## src/design/isaPkg.sv

```systemverilog
package isaPkg;

    // Machine word and field widths
    localparam int XLEN        = 32;
    localparam int RegIdxWidth = 5;
    localparam int OpcodeWidth = 7;
    localparam int Funct3Width = 3;
    localparam int Funct7Width = 7;

    typedef logic [31:0] instWord;

    // Major opcodes of the supported subset
    localparam logic [OpcodeWidth-1:0] OpReg   = 7'b0110011;
    localparam logic [OpcodeWidth-1:0] OpImm   = 7'b0010011;
    localparam logic [OpcodeWidth-1:0] OpLui   = 7'b0110111;
    localparam logic [OpcodeWidth-1:0] OpStore = 7'b0100011;

    // funct3 for arithmetic, logic and shift operations
    localparam logic [Funct3Width-1:0] F3Add  = 3'b000;
    localparam logic [Funct3Width-1:0] F3Sll  = 3'b001;
    localparam logic [Funct3Width-1:0] F3Slt  = 3'b010;
    localparam logic [Funct3Width-1:0] F3Sltu = 3'b011;
    localparam logic [Funct3Width-1:0] F3Xor  = 3'b100;
    localparam logic [Funct3Width-1:0] F3Srl  = 3'b101;
    localparam logic [Funct3Width-1:0] F3Or   = 3'b110;
    localparam logic [Funct3Width-1:0] F3And  = 3'b111;

    // Store width, only words are supported
    localparam logic [Funct3Width-1:0] F3Sw   = 3'b010;

    // Selects SUB over ADD and SRA over SRL
    localparam logic [Funct7Width-1:0] F7Alt  = 7'b0100000;

endpackage

```

## src/design/corePkg.sv

```systemverilog
package corePkg;

    typedef logic [isaPkg::RegIdxWidth-1:0] regIdx;

    // Operations of the execute stage ALU
    typedef enum logic [3:0] {
        AluAdd,
        AluSub,
        AluSll,
        AluSlt,
        AluSltu,
        AluXor,
        AluSrl,
        AluSra,
        AluOr,
        AluAnd,
        AluPassB
    } aluOpT;

    // Where an execute operand comes from
    typedef enum logic [1:0] {
        FwdReg,
        FwdMem,
        FwdWb
    } fwdSelT;

endpackage

```

## src/design/programCounter.sv

```systemverilog
`timescale 1ns/1ps

module programCounter #(
    parameter logic [isaPkg::XLEN-1:0] ResetAddr = '0
) (
    input  logic                    clk,
    input  logic                    rst,
    input  logic                    hold,
    output logic [isaPkg::XLEN-1:0] pc,
    output logic                    fetchValid
);
    import isaPkg::*;

    localparam logic [XLEN-1:0] WordStep = XLEN'(4);

    always_ff @(posedge clk) begin
        if (rst) begin
            pc         <= ResetAddr;
            fetchValid <= 1'b0;
        end else if (!hold) begin
            pc <= pc + WordStep;
            // Memory output is meaningful only after the first capture
            fetchValid <= 1'b1;
        end
    end

endmodule

```

## src/design/instDecoder.sv

```systemverilog
`timescale 1ns/1ps

module instDecoder (
    input  isaPkg::instWord         inst,
    input  logic                    valid,
    output corePkg::regIdx          rs1,
    output corePkg::regIdx          rs2,
    output corePkg::regIdx          rd,
    output logic [isaPkg::XLEN-1:0] imm,
    output corePkg::aluOpT          aluOp,
    output logic                    useImm,
    output logic                    regWrite,
    output logic                    isStore
);
    import isaPkg::*;
    import corePkg::*;

    logic [OpcodeWidth-1:0] opcode;
    logic [Funct3Width-1:0] funct3;
    logic [Funct7Width-1:0] funct7;
    logic                   isShift;
    logic                   altSel;
    logic                   known;
    logic                   storeOp;

    assign opcode  = inst[6:0];
    assign funct3  = inst[14:12];
    assign funct7  = inst[31:25];
    assign rs1     = inst[19:15];
    assign rs2     = inst[24:20];
    assign rd      = inst[11:7];
    assign isShift = (funct3 == F3Sll) || (funct3 == F3Srl);
    assign altSel  = (funct7 == F7Alt);

    always_comb begin
        imm     = '0;
        useImm  = 1'b0;
        known   = 1'b0;
        storeOp = 1'b0;
        aluOp   = AluAdd;
        case (funct3)
            F3Add:  aluOp = (opcode == OpReg && altSel) ? AluSub : AluAdd;
            F3Sll:  aluOp = AluSll;
            F3Slt:  aluOp = AluSlt;
            F3Sltu: aluOp = AluSltu;
            F3Xor:  aluOp = AluXor;
            F3Srl:  aluOp = altSel ? AluSra : AluSrl;
            F3Or:   aluOp = AluOr;
            default: aluOp = AluAnd;
        endcase
        case (opcode)
            OpReg: begin
                // funct7 may only be zero, or the alternate form of ADD/SRL
                known = (funct7 == '0) || (altSel && (funct3 == F3Add || funct3 == F3Srl));
            end
            OpImm: begin
                useImm = 1'b1;
                if (isShift) begin
                    // Shift amount only, the upper field picks the variant
                    imm   = XLEN'(inst[24:20]);
                    known = (funct7 == '0) || (altSel && funct3 == F3Srl);
                end else begin
                    imm   = {{20{inst[31]}}, inst[31:20]};
                    known = 1'b1;
                end
            end
            OpLui: begin
                imm    = {inst[31:12], 12'b0};
                useImm = 1'b1;
                aluOp  = AluPassB;
                known  = 1'b1;
            end
            OpStore: begin
                imm     = {{20{inst[31]}}, inst[31:25], inst[11:7]};
                useImm  = 1'b1;
                aluOp   = AluAdd;
                storeOp = (funct3 == F3Sw);
            end
            default: known = 1'b0;
        endcase
    end

    // Anything else travels down the pipe as a bubble
    assign regWrite = valid && known && (rd != '0);
    assign isStore  = valid && storeOp;

endmodule

```

## src/design/registerFile.sv

```systemverilog
`timescale 1ns/1ps

module registerFile (
    input  logic                    clk,
    input  logic                    rst,
    input  logic                    writeEn,
    input  corePkg::regIdx          writeIdx,
    input  corePkg::regIdx          readIdx1,
    input  corePkg::regIdx          readIdx2,
    input  logic [isaPkg::XLEN-1:0] writeData,
    output logic [isaPkg::XLEN-1:0] readData1,
    output logic [isaPkg::XLEN-1:0] readData2
);
    import isaPkg::*;

    // x0 has no storage
    logic [XLEN-1:0] regs [1:31];

    always_ff @(posedge clk) begin
        if (rst) begin
            for (int i = 1; i < 32; i++) begin
                regs[i] <= '0;
            end
        end else if (writeEn && writeIdx != '0) begin
            regs[writeIdx] <= writeData;
        end
    end

    // Write-through so decode sees the value retiring this cycle
    assign readData1 = (readIdx1 == '0) ? '0 :
                       (writeEn && writeIdx == readIdx1) ? writeData :
                       regs[readIdx1];

    assign readData2 = (readIdx2 == '0) ? '0 :
                       (writeEn && writeIdx == readIdx2) ? writeData :
                       regs[readIdx2];

endmodule

```

## src/design/executeUnit.sv

```systemverilog
`timescale 1ns/1ps

module executeUnit (
    input  corePkg::regIdx          rs1,
    input  corePkg::regIdx          rs2,
    input  logic [isaPkg::XLEN-1:0] rs1Data,
    input  logic [isaPkg::XLEN-1:0] rs2Data,
    input  logic [isaPkg::XLEN-1:0] imm,
    input  corePkg::aluOpT          aluOp,
    input  logic                    useImm,
    input  corePkg::regIdx          memRd,
    input  corePkg::regIdx          wbRd,
    input  logic                    memRegWrite,
    input  logic                    wbRegWrite,
    input  logic [isaPkg::XLEN-1:0] memResult,
    input  logic [isaPkg::XLEN-1:0] wbResult,
    output logic [isaPkg::XLEN-1:0] result,
    output logic [isaPkg::XLEN-1:0] storeData
);
    import isaPkg::*;
    import corePkg::*;

    fwdSelT          selA;
    fwdSelT          selB;
    logic [XLEN-1:0] srcA;
    logic [XLEN-1:0] srcB;
    logic [XLEN-1:0] opB;
    logic [4:0]      shamt;

    // Nearer stage wins
    assign selA = (rs1 != '0 && memRegWrite && memRd == rs1) ? FwdMem :
                  (rs1 != '0 && wbRegWrite && wbRd == rs1)   ? FwdWb  : FwdReg;
    assign selB = (rs2 != '0 && memRegWrite && memRd == rs2) ? FwdMem :
                  (rs2 != '0 && wbRegWrite && wbRd == rs2)   ? FwdWb  : FwdReg;

    always_comb begin
        case (selA)
            FwdMem:  srcA = memResult;
            FwdWb:   srcA = wbResult;
            default: srcA = rs1Data;
        endcase
        case (selB)
            FwdMem:  srcB = memResult;
            FwdWb:   srcB = wbResult;
            default: srcB = rs2Data;
        endcase
    end

    assign opB       = useImm ? imm : srcB;
    assign shamt     = opB[4:0];
    assign storeData = srcB;

    always_comb begin
        case (aluOp)
            AluAdd:   result = srcA + opB;
            AluSub:   result = srcA - opB;
            AluSll:   result = srcA << shamt;
            AluSlt:   result = XLEN'($signed(srcA) < $signed(opB));
            AluSltu:  result = XLEN'(srcA < opB);
            AluXor:   result = srcA ^ opB;
            AluSrl:   result = srcA >> shamt;
            AluSra:   result = $signed(srcA) >>> shamt;
            AluOr:    result = srcA | opB;
            AluAnd:   result = srcA & opB;
            default:  result = opB;
        endcase
    end

endmodule

```

## src/design/rvCore.sv

```systemverilog
`timescale 1ns/1ps

module rvCore #(
    parameter logic [isaPkg::XLEN-1:0] ResetAddr = '0
) (
    input  logic                    clk,
    input  logic                    rst,
    input  logic                    instWait,
    input  isaPkg::instWord         instData,
    output logic [isaPkg::XLEN-1:0] instAddr,
    output logic                    dataWrite,
    output logic [isaPkg::XLEN-1:0] dataAddr,
    output logic [isaPkg::XLEN-1:0] dataOut
);
    import isaPkg::*;
    import corePkg::*;

    logic            fetchValid;
    instWord         ifInst;
    logic            ifValid;
    regIdx           idRs1, idRs2, idRd;
    logic [XLEN-1:0] idImm, idRs1Data, idRs2Data;
    aluOpT           idAluOp;
    logic            idUseImm, idRegWrite, idStore;
    regIdx           exRs1, exRs2, exRd;
    logic [XLEN-1:0] exRs1Data, exRs2Data, exImm, exResult, exStoreData;
    aluOpT           exAluOp;
    logic            exUseImm, exRegWrite, exStore;
    regIdx           memRd;
    logic [XLEN-1:0] memResult, memStoreData;
    logic            memRegWrite, memStore;
    regIdx           wbRd;
    logic [XLEN-1:0] wbResult;
    logic            wbRegWrite;

    programCounter #(.ResetAddr(ResetAddr)) pcUnit (
        .clk(clk), .rst(rst), .hold(instWait), .pc(instAddr), .fetchValid(fetchValid)
    );

    instDecoder decoder (
        .inst(ifInst), .valid(ifValid), .rs1(idRs1), .rs2(idRs2), .rd(idRd), .imm(idImm),
        .aluOp(idAluOp), .useImm(idUseImm), .regWrite(idRegWrite), .isStore(idStore)
    );

    // Write is frozen with the rest of the core
    registerFile regFile (
        .clk(clk), .rst(rst), .writeEn(wbRegWrite && !instWait), .writeIdx(wbRd),
        .readIdx1(idRs1), .readIdx2(idRs2), .writeData(wbResult),
        .readData1(idRs1Data), .readData2(idRs2Data)
    );

    executeUnit execute (
        .rs1(exRs1), .rs2(exRs2), .rs1Data(exRs1Data), .rs2Data(exRs2Data), .imm(exImm),
        .aluOp(exAluOp), .useImm(exUseImm), .memRd(memRd), .wbRd(wbRd),
        .memRegWrite(memRegWrite), .wbRegWrite(wbRegWrite), .memResult(memResult),
        .wbResult(wbResult), .result(exResult), .storeData(exStoreData)
    );

    // Pipeline control bits
    always_ff @(posedge clk) begin
        if (rst) begin
            ifValid     <= 1'b0;
            exRegWrite  <= 1'b0;
            exStore     <= 1'b0;
            memRegWrite <= 1'b0;
            memStore    <= 1'b0;
            wbRegWrite  <= 1'b0;
        end else if (!instWait) begin
            ifValid     <= fetchValid;
            exRegWrite  <= idRegWrite;
            exStore     <= idStore;
            memRegWrite <= exRegWrite;
            memStore    <= exStore;
            wbRegWrite  <= memRegWrite;
        end
    end

    // Pipeline payload
    always_ff @(posedge clk) begin
        if (!instWait) begin
            ifInst       <= instData;
            exRs1        <= idRs1;
            exRs2        <= idRs2;
            exRd         <= idRd;
            exRs1Data    <= idRs1Data;
            exRs2Data    <= idRs2Data;
            exImm        <= idImm;
            exAluOp      <= idAluOp;
            exUseImm     <= idUseImm;
            memRd        <= exRd;
            memResult    <= exResult;
            memStoreData <= exStoreData;
            wbRd         <= memRd;
            wbResult     <= memResult;
        end
    end

    // One store pulse per instruction, suppressed while frozen
    assign dataWrite = memStore && !instWait;
    assign dataAddr  = memResult;
    assign dataOut   = memStoreData;

endmodule

```

## config.mk

```make
export PLATFORM = sky130hd
export DESIGN_NAME = rvCore
export DESIGN_NICKNAME = d
export VERILOG_FILES = /design/src/design/isaPkg.sv /design/src/design/corePkg.sv /design/src/design/programCounter.sv /design/src/design/instDecoder.sv /design/src/design/registerFile.sv /design/src/design/executeUnit.sv /design/src/design/rvCore.sv
export SDC_FILE = /design/constraint.sdc
export NUM_CORES = 2
export LEC_CHECK = 0
export BUFFER_PORTS_ARGS = -buffer_cell sky130_fd_sc_hd__buf_2
export CAP_MARGIN = 10
export CORE_MARGIN = 2
export CORE_UTILIZATION = 60
export DETAILED_ROUTE_END_ITERATION = 8
export GPL_ROUTABILITY_DRIVEN = 1
export PLACE_DENSITY = 0.79
export SLEW_MARGIN = 10
export SYNTH_ARGS = -nofsm -noshare
export SYNTH_HDL_FRONTEND = slang
export SYNTH_SLANG_ARGS = --single-unit
```

## constraint.sdc

```tcl
create_clock -name clk -period 12.1 [get_ports clk]
set_clock_uncertainty 0.1 [all_clocks]
set_input_delay 2.42 -clock clk [delete_from_list [all_inputs] [get_ports clk]]
set_output_delay 2.42 -clock clk [all_outputs]
set_load 0.05 [all_outputs]
```

# Yosys cells after proc, flatten, opt, wreduce, memory -nomap -nowiden
# Memory sizes are Yosys's and may differ from the RTL's. A register that Yosys moved wholly into a read port is not among the register bits.
# Index checks and enable logic that the tools add are counted.
[op_classes] n_addsub=3 magnitude_cmp=2 eq_ne=30 shift=3 mux=30 n_bitwise=3 reduce_logical=35
[op_table] cell="one-hot mux 32 bit (10 select lines)" count=1
[op_table] cell="2-to-1 mux 32 bit" count=5
[op_table] cell="one-hot mux 32 bit (2 select lines)" count=2
[op_table] cell="one-hot mux 32 bit (3 select lines)" count=1
[op_table] cell="< comparator 32 bit" count=2
[op_table] cell="adder 32 x 3 -> 32 bit, second input constant" count=1
[op_table] cell="adder 32 bit" count=1
[op_table] cell="AND 32 bit" count=1
[op_table] cell="OR 32 bit" count=1
[op_table] cell="OR reduction 32 bit" count=1
[op_table] cell="left shift 32 x 5 -> 32 bit" count=1
[op_table] cell=">> shifter 32 x 5 -> 32 bit" count=1
[op_table] cell=">>> shifter 32 x 5 -> 32 bit" count=1
[op_table] cell="subtractor 32 bit" count=1
[op_table] cell="bitwise XOR 32 bit" count=1
[op_table] cell="== test 5 bit" count=6
[op_table] cell="== test 7 x 6 -> 1 bit, second input constant" count=4
[op_table] cell="one-hot mux 4 bit (7 select lines)" count=1
[op_table] cell="nonzero test 5 bit" count=4
[op_table] cell="logical AND 1 bit" count=19
[op_table] cell="== test 4 x 3 -> 1 bit, second input constant" count=4
[op_table] cell="2-to-1 mux 5 bit" count=3
[op_table] cell="2-to-1 mux 1 bit" count=11
[op_table] cell="zero test 5 bit" count=2
[op_table] cell="other kinds (18)" count=31
[totals] regBits=293 ramBits=992 input_bits=35 memories=1
[mem_list] name="regFile.regs" words=31 width=32 rd=2 rd_ports_with_merged_regs=2 write_ports=31 line="registerFile.sv:17" rtl="logic [XLEN-1:0] regs [1:31];"

# Longest topological paths before layout
[depth] depth_word=10 ltp_mapped=24 ltp_nobuf=20

# Modules after synthesis
# From an unflattened synthesis, not the netlist that was laid out.
[hier_totals] cells_unflattened=6089 area_unflattened_um2=76037.9
[modules_own_cells] module="registerFile" instances=1 cells_per_inst=3801 area_each_um2=55054.1
[modules_own_cells] module="executeUnit" instances=1 cells_per_inst=1740 area_each_um2=10924.2
[modules_own_cells] module="rvCore" instances=1 cells_per_inst=276 area_each_um2=7862.5
[modules_own_cells] module="programCounter" instances=1 cells_per_inst=164 area_each_um2=1460.2
[modules_own_cells] module="instDecoder" instances=1 cells_per_inst=108 area_each_um2=737.0

# Worst setup path after synthesis
# No wires, ideal clock.
[synth_timing] kind="input to register" start="input instWait" end="memory regFile.regs[28][0], enable pin" setup_time_ps=375 arrival_time_ps=9531 required_ps=11625 slack_ps=2094 cell_stages=7 n_path_buf=0 path_cell_list="inv_1 nand2_1 or2_2 nor2_1 nand3b_1 nor2_1 or2_2"
[synth_lines] element="start: declaration" line="rvCore.sv:8" rtl="input logic instWait,"
[synth_lines] element="end: declaration" line="registerFile.sv:17"

# Final worst setup path
[layout_timing] start="register exRs1[1]" end="register memResult[28] (netlist: dataAddr[28]) (data pin)"
[layout_via] elab_chain_len=9 elab_cells_between_ends=21 cone_classes="add/sub: 2; eq/ne: 4; shift: 3; mux: 4; bitwise: 3; reduce/logical: 5"
[layout_lines] element="start: declaration" line="rvCore.sv:25" rtl="regIdx exRs1, exRs2, exRd;"
[layout_lines] element="start signal: assignment" line="rvCore.sv:82" rtl="exRs1 <= idRs1;"
[layout_lines] element="nonzero test 5 bit" line="executeUnit.sv:31, executeUnit.sv:32"
[layout_lines] element="logical AND 1 bit (2 in a row)" line="executeUnit.sv:32" rtl="(rs1 != '0 && wbRegWrite && wbRd == rs1) ? FwdWb : FwdReg;"
[layout_lines] element="2-to-1 mux 2 bit" line="executeUnit.sv:32"
[layout_lines] element="2-to-1 mux 2 bit (*)" line="executeUnit.sv:31" rtl="assign selA = (rs1 != '0 && memRegWrite && memRd == rs1) ? FwdMem :"
[layout_lines] element="== test 2 bit / == test 2 x 1 -> 1 bit (equally long branches)" line="executeUnit.sv:37" rtl="case (selA)"
[layout_lines] element="one-hot mux 32 bit (2 select lines) (*)" line="executeUnit.sv:37"
[layout_lines] element="subtractor 32 bit (tied with other cells)" line="executeUnit.sv:56" rtl="AluSub: result = srcA - opB;"
[layout_lines] element="one-hot mux 32 bit (10 select lines) (*)" line="executeUnit.sv:54" rtl="case (aluOp)"
[layout_lines] element="named net exResult[28]" line="rvCore.sv:26" rtl="logic [XLEN-1:0] exRs1Data, exRs2Data, exImm, exResult, exStoreData;"
[layout_lines] element="end signal: assignment" line="rvCore.sv:91" rtl="memResult <= exResult;"
[layout_lines] element="end: declaration" line="rvCore.sv:30" rtl="logic [XLEN-1:0] memResult, memStoreData;"
# Mark *: on every way through the listed nets, which the timed path passes. The rest lies on a longest branch.
# A chain may end at the register's enable or synchronous reset.

==> flow_summary.ini <==
[synthesis]
synth_compound_area_share_pct = 7.20
muxShareOfSynthArea_pct = 21.4
async_flop_share_pct = 0
synth_warnings = 0
yosysUniqueCellTypes = 102
synth.largest_area_cell = edfxtp_1
synth_xor_area_share_pct = 0.818
synth-simple-area-share_pct = 13.9
synth_area_um2 = 76100
synth_edf_count = 1278
netlist.area_leader.share_pct = 50.5
synth.avg_cell_area_um2 = 13.3
ys_ff_latch = 1325
synth_fa_ha_area_share_pct = 1.68
synthTopCellsByArea = edfxtp_1 50%, mux4_2 19%, and2_1 8.3%
ys_seq_area_share_pct = 51.7
syn_inst = 5698
synth_ff_type = edfxtp_1
synth_top_family_by_area = multiplexers

[critical_path]
cp_slowest_cell = o41ai_1
critical_path_class = register to register
critPathRequiredTime_ns = 12.66
crit_path_max_fanout = 29
end_kind = register
max_stage_delay_ns = 0.88
crit_chain = or4_4, o211ai_2, buf_4, or2_1, buf_4, nor2_1, a21oi_1, ha_1, fa_1, nor2b_1, o21ai_0, a21boi_0, nor4_1, o21ai_0, a41oi_1, o41ai_1, a211oi_1, xnor2_1, nand2_1, a32oi_1
start_kind = register
crit_arrival_ns = 7.54

[die]
die_h_um = 360
die_x_um = 360
core_um2 = 126000
io_pins = 132
start_util_pct = 60.5
num_rows = 130
die_area_um2 = 130000

[clock_tree]
cts_sinks = 1325
cts_resized = 0
postCtsSetupRepairBufs = 0
hold_buffers = 0
cts_tree = built
cts-root-buf = clkbuf_16
clk_path_buf_depth = 3
clk_pin_slew_ns = 0.06
htreeDepth = 4
cts_made_buffers = 141
worstSkewPairLatency_ns = 0.83

[routing]
wl_per_cell_um = 36.0
drt-initial-drc-count = 10100
avgViaCountPerCell = 7.33
vias = 54300
drc = 0
routed_wl_um = 266000
ant_nets = 0
first_pass_iters = 7

[power]
powerDensity_nw_per_um2 = 154
combPwrFrac_pct = 23.1
p_clk_share_pct = 33.3
internal-power_mw = 8.64
leakage_nw = 30.1
sw_frac_of_total_pct = 32.2
ir_worst_vdd_mv = 0.171
seqPwrFrac_pct = 43.6
p_switching_mw = 4.11

[timing]
slew_headroom_pct = 8.52
tightest_slew_ns = 1.37
final-max-slew-violation-count = 0
hold_violations = 0
setup-violations-final = 0
tns_ns = 0
max_freq_ghz = 0.143
finalCriticalPeriod_ns = 6.98
period_share_pct = 57.7
rsz0062_at_grt = no

[status]
status = finished clean

[placement]
place_congestion = 1.08
dp_hpwl_um = 174000
dp_cells = 7145
portBuffers = 129

[global_routing]
gr-total-overflow = 0
grt_pass1_vias = 52600
grt_max_degree = 158
grt_use_total_pct = 41.2
antenna_found_initial = 19
grt_pass1_wl_um = 381000

[finish]
drive_gt1_share_pct = 22.5
synthToLayoutAreaGrowth_pct = 8.66
nets = 5774
fin_cells = 7398

[worst_hold_path]
hold_path.class = register to register

[run]
drv_cap = 0
power groups by stage:
stage               registers (mW)  logic (mW)  clock network, mW
floorplan                     5.60        1.72                  0
global route                  5.57        3.02               4.41
global placement              5.61        2.79                  0
finish                        5.56        2.95               4.25
detailed placement            5.63        2.81                  0
CTS                           5.54        2.82               4.24
sequential cells by signal, indices dropped and copies added (netlist names), 30 cells and up, named ones only:
register,cells
pcUnit.pc,30
ifInst,32
regFile.regs,1024
dataOut,32
exImm,32
wbResult,32
dataAddr,32
exRs2Data,32
exRs1Data,32
final cells by class:
cell class | count | area (um^2)
fillers | 8740 | 43100
flip-flops and latches | 1325 | 39400
multi-input cells | 3774 | 34500
clock buffers | 168 | 3700
well taps | 1650 | 2060
repair buffers | 293 | 1940
clock inverters | 84 | 686
inverters | 103 | 397
diodes | 1 | 2.50
cells by family (layout without fill, tap and decap cells):
logic type,after synthesis,count (layout)
AND/OR/NAND/NOR,1924,1924
flip-flops,1325,1325
AO/OA/AOI/OAI,829,829
multiplexers,815,815
buffers and inverters,632,648
adder cells (fa/ha/maj),101,101
XOR/XNOR,71,71
other,1,35
metal layers:
layer / wire [um] / track usage, % / up-vias / share of wire, %
li1: - / - / 21700 / -
met1: 91000 / 54.0 / 27200 / 34
met2: 119000 / 61.9 / 4498 / 45
met3: 38600 / 13.2 / 862 / 14
met4: 17300 / 21.4 / 22 / 6.5
met5: 144 / 0 / - / 0.054
critical path: cells and delay by family (launching register included):
kind	cells	cell delay (ns)
flops	1	0.46
xor+xnor	1	0.19
fa+ha+maj	2	0.60
simple gates	6	1.44
buf+inv	2	0.70
compound gates	9	3.31
cells in the mapped netlist (29+ instances only):
cell      number
or2_2         38
xor2_1        29
a21o_1        42
a31oi_1       52
o22ai_1       33
o21ai_0      185
nor3_1        79
ha_1          99
edfxtp_1    1278
dfxtp_1       47
and2_1      1006
a21oi_1      206
mux2i_1      151
buf_2         37
mux4_2       646
clkbuf_1     395
xnor2_1       42
nor2_1       324
o211ai_1      31
nand3_1       93
nand2_1      227
inv_1         94
buf_1         77
stage by stage:
step                      hold WS [ns]  utilization [%]  setup WS (ns)  cell area (um^2)  total power, mW
final                            0.358             65.7           5.12             82600             12.8
after global routing             0.374             65.7           4.86             82600             13.0
after CTS                        0.361             65.7           5.31             82600             12.6
after detailed placement         0.353             62.2           5.03             78300             8.44
after global placement           0.338             62.2           5.14             78300             8.40
after floorplan                  0.300                -           2.09             76200             7.33
path summary, 6_finish.rpt:
check	startpoint	to	slack, ns	depth (start not counted)
min	pcUnit.fetchValid	pcUnit.fetchValid	0.36	2
min reg2reg	pcUnit.fetchValid	pcUnit.fetchValid	0.36	2
max	exRs1[1]	dataAddr[28]	5.12	20
max reg2reg	exRs1[1]	dataAddr[28]	5.12	20
placed cells by master (no fill, tap or decap), types with 35 or more instances in the layout:
| cell | Yosys | final |
|---|---|---|
| dfxtp_1 | 47 | 37 |
| inv_1 | 94 | 93 |
| and2_1 | 1006 | 1005 |
| o21ai_0 | 185 | 184 |
| a21oi_1 | 206 | 206 |
| nand3_1 | 93 | 93 |
| buf_2 | 37 | 129 |
| mux2i_1 | 151 | 151 |
| mux4_2 | 646 | 646 |
| clkbuf_16 | 0 | 144 |
| ha_1 | 99 | 99 |
| edfxtp_1 | 1278 | 1278 |
| buf_4 | 14 | 159 |
| nand2_1 | 227 | 227 |
| a31oi_1 | 52 | 52 |
| nor2_1 | 324 | 291 |
| xnor2_1 | 42 | 42 |
| a21o_1 | 42 | 42 |
| nor3_1 | 79 | 76 |
| or2_2 | 38 | 38 |
| clkinv_1 | 1 | 35 |
Note: power is estimated with default switching activity, not from simulation.
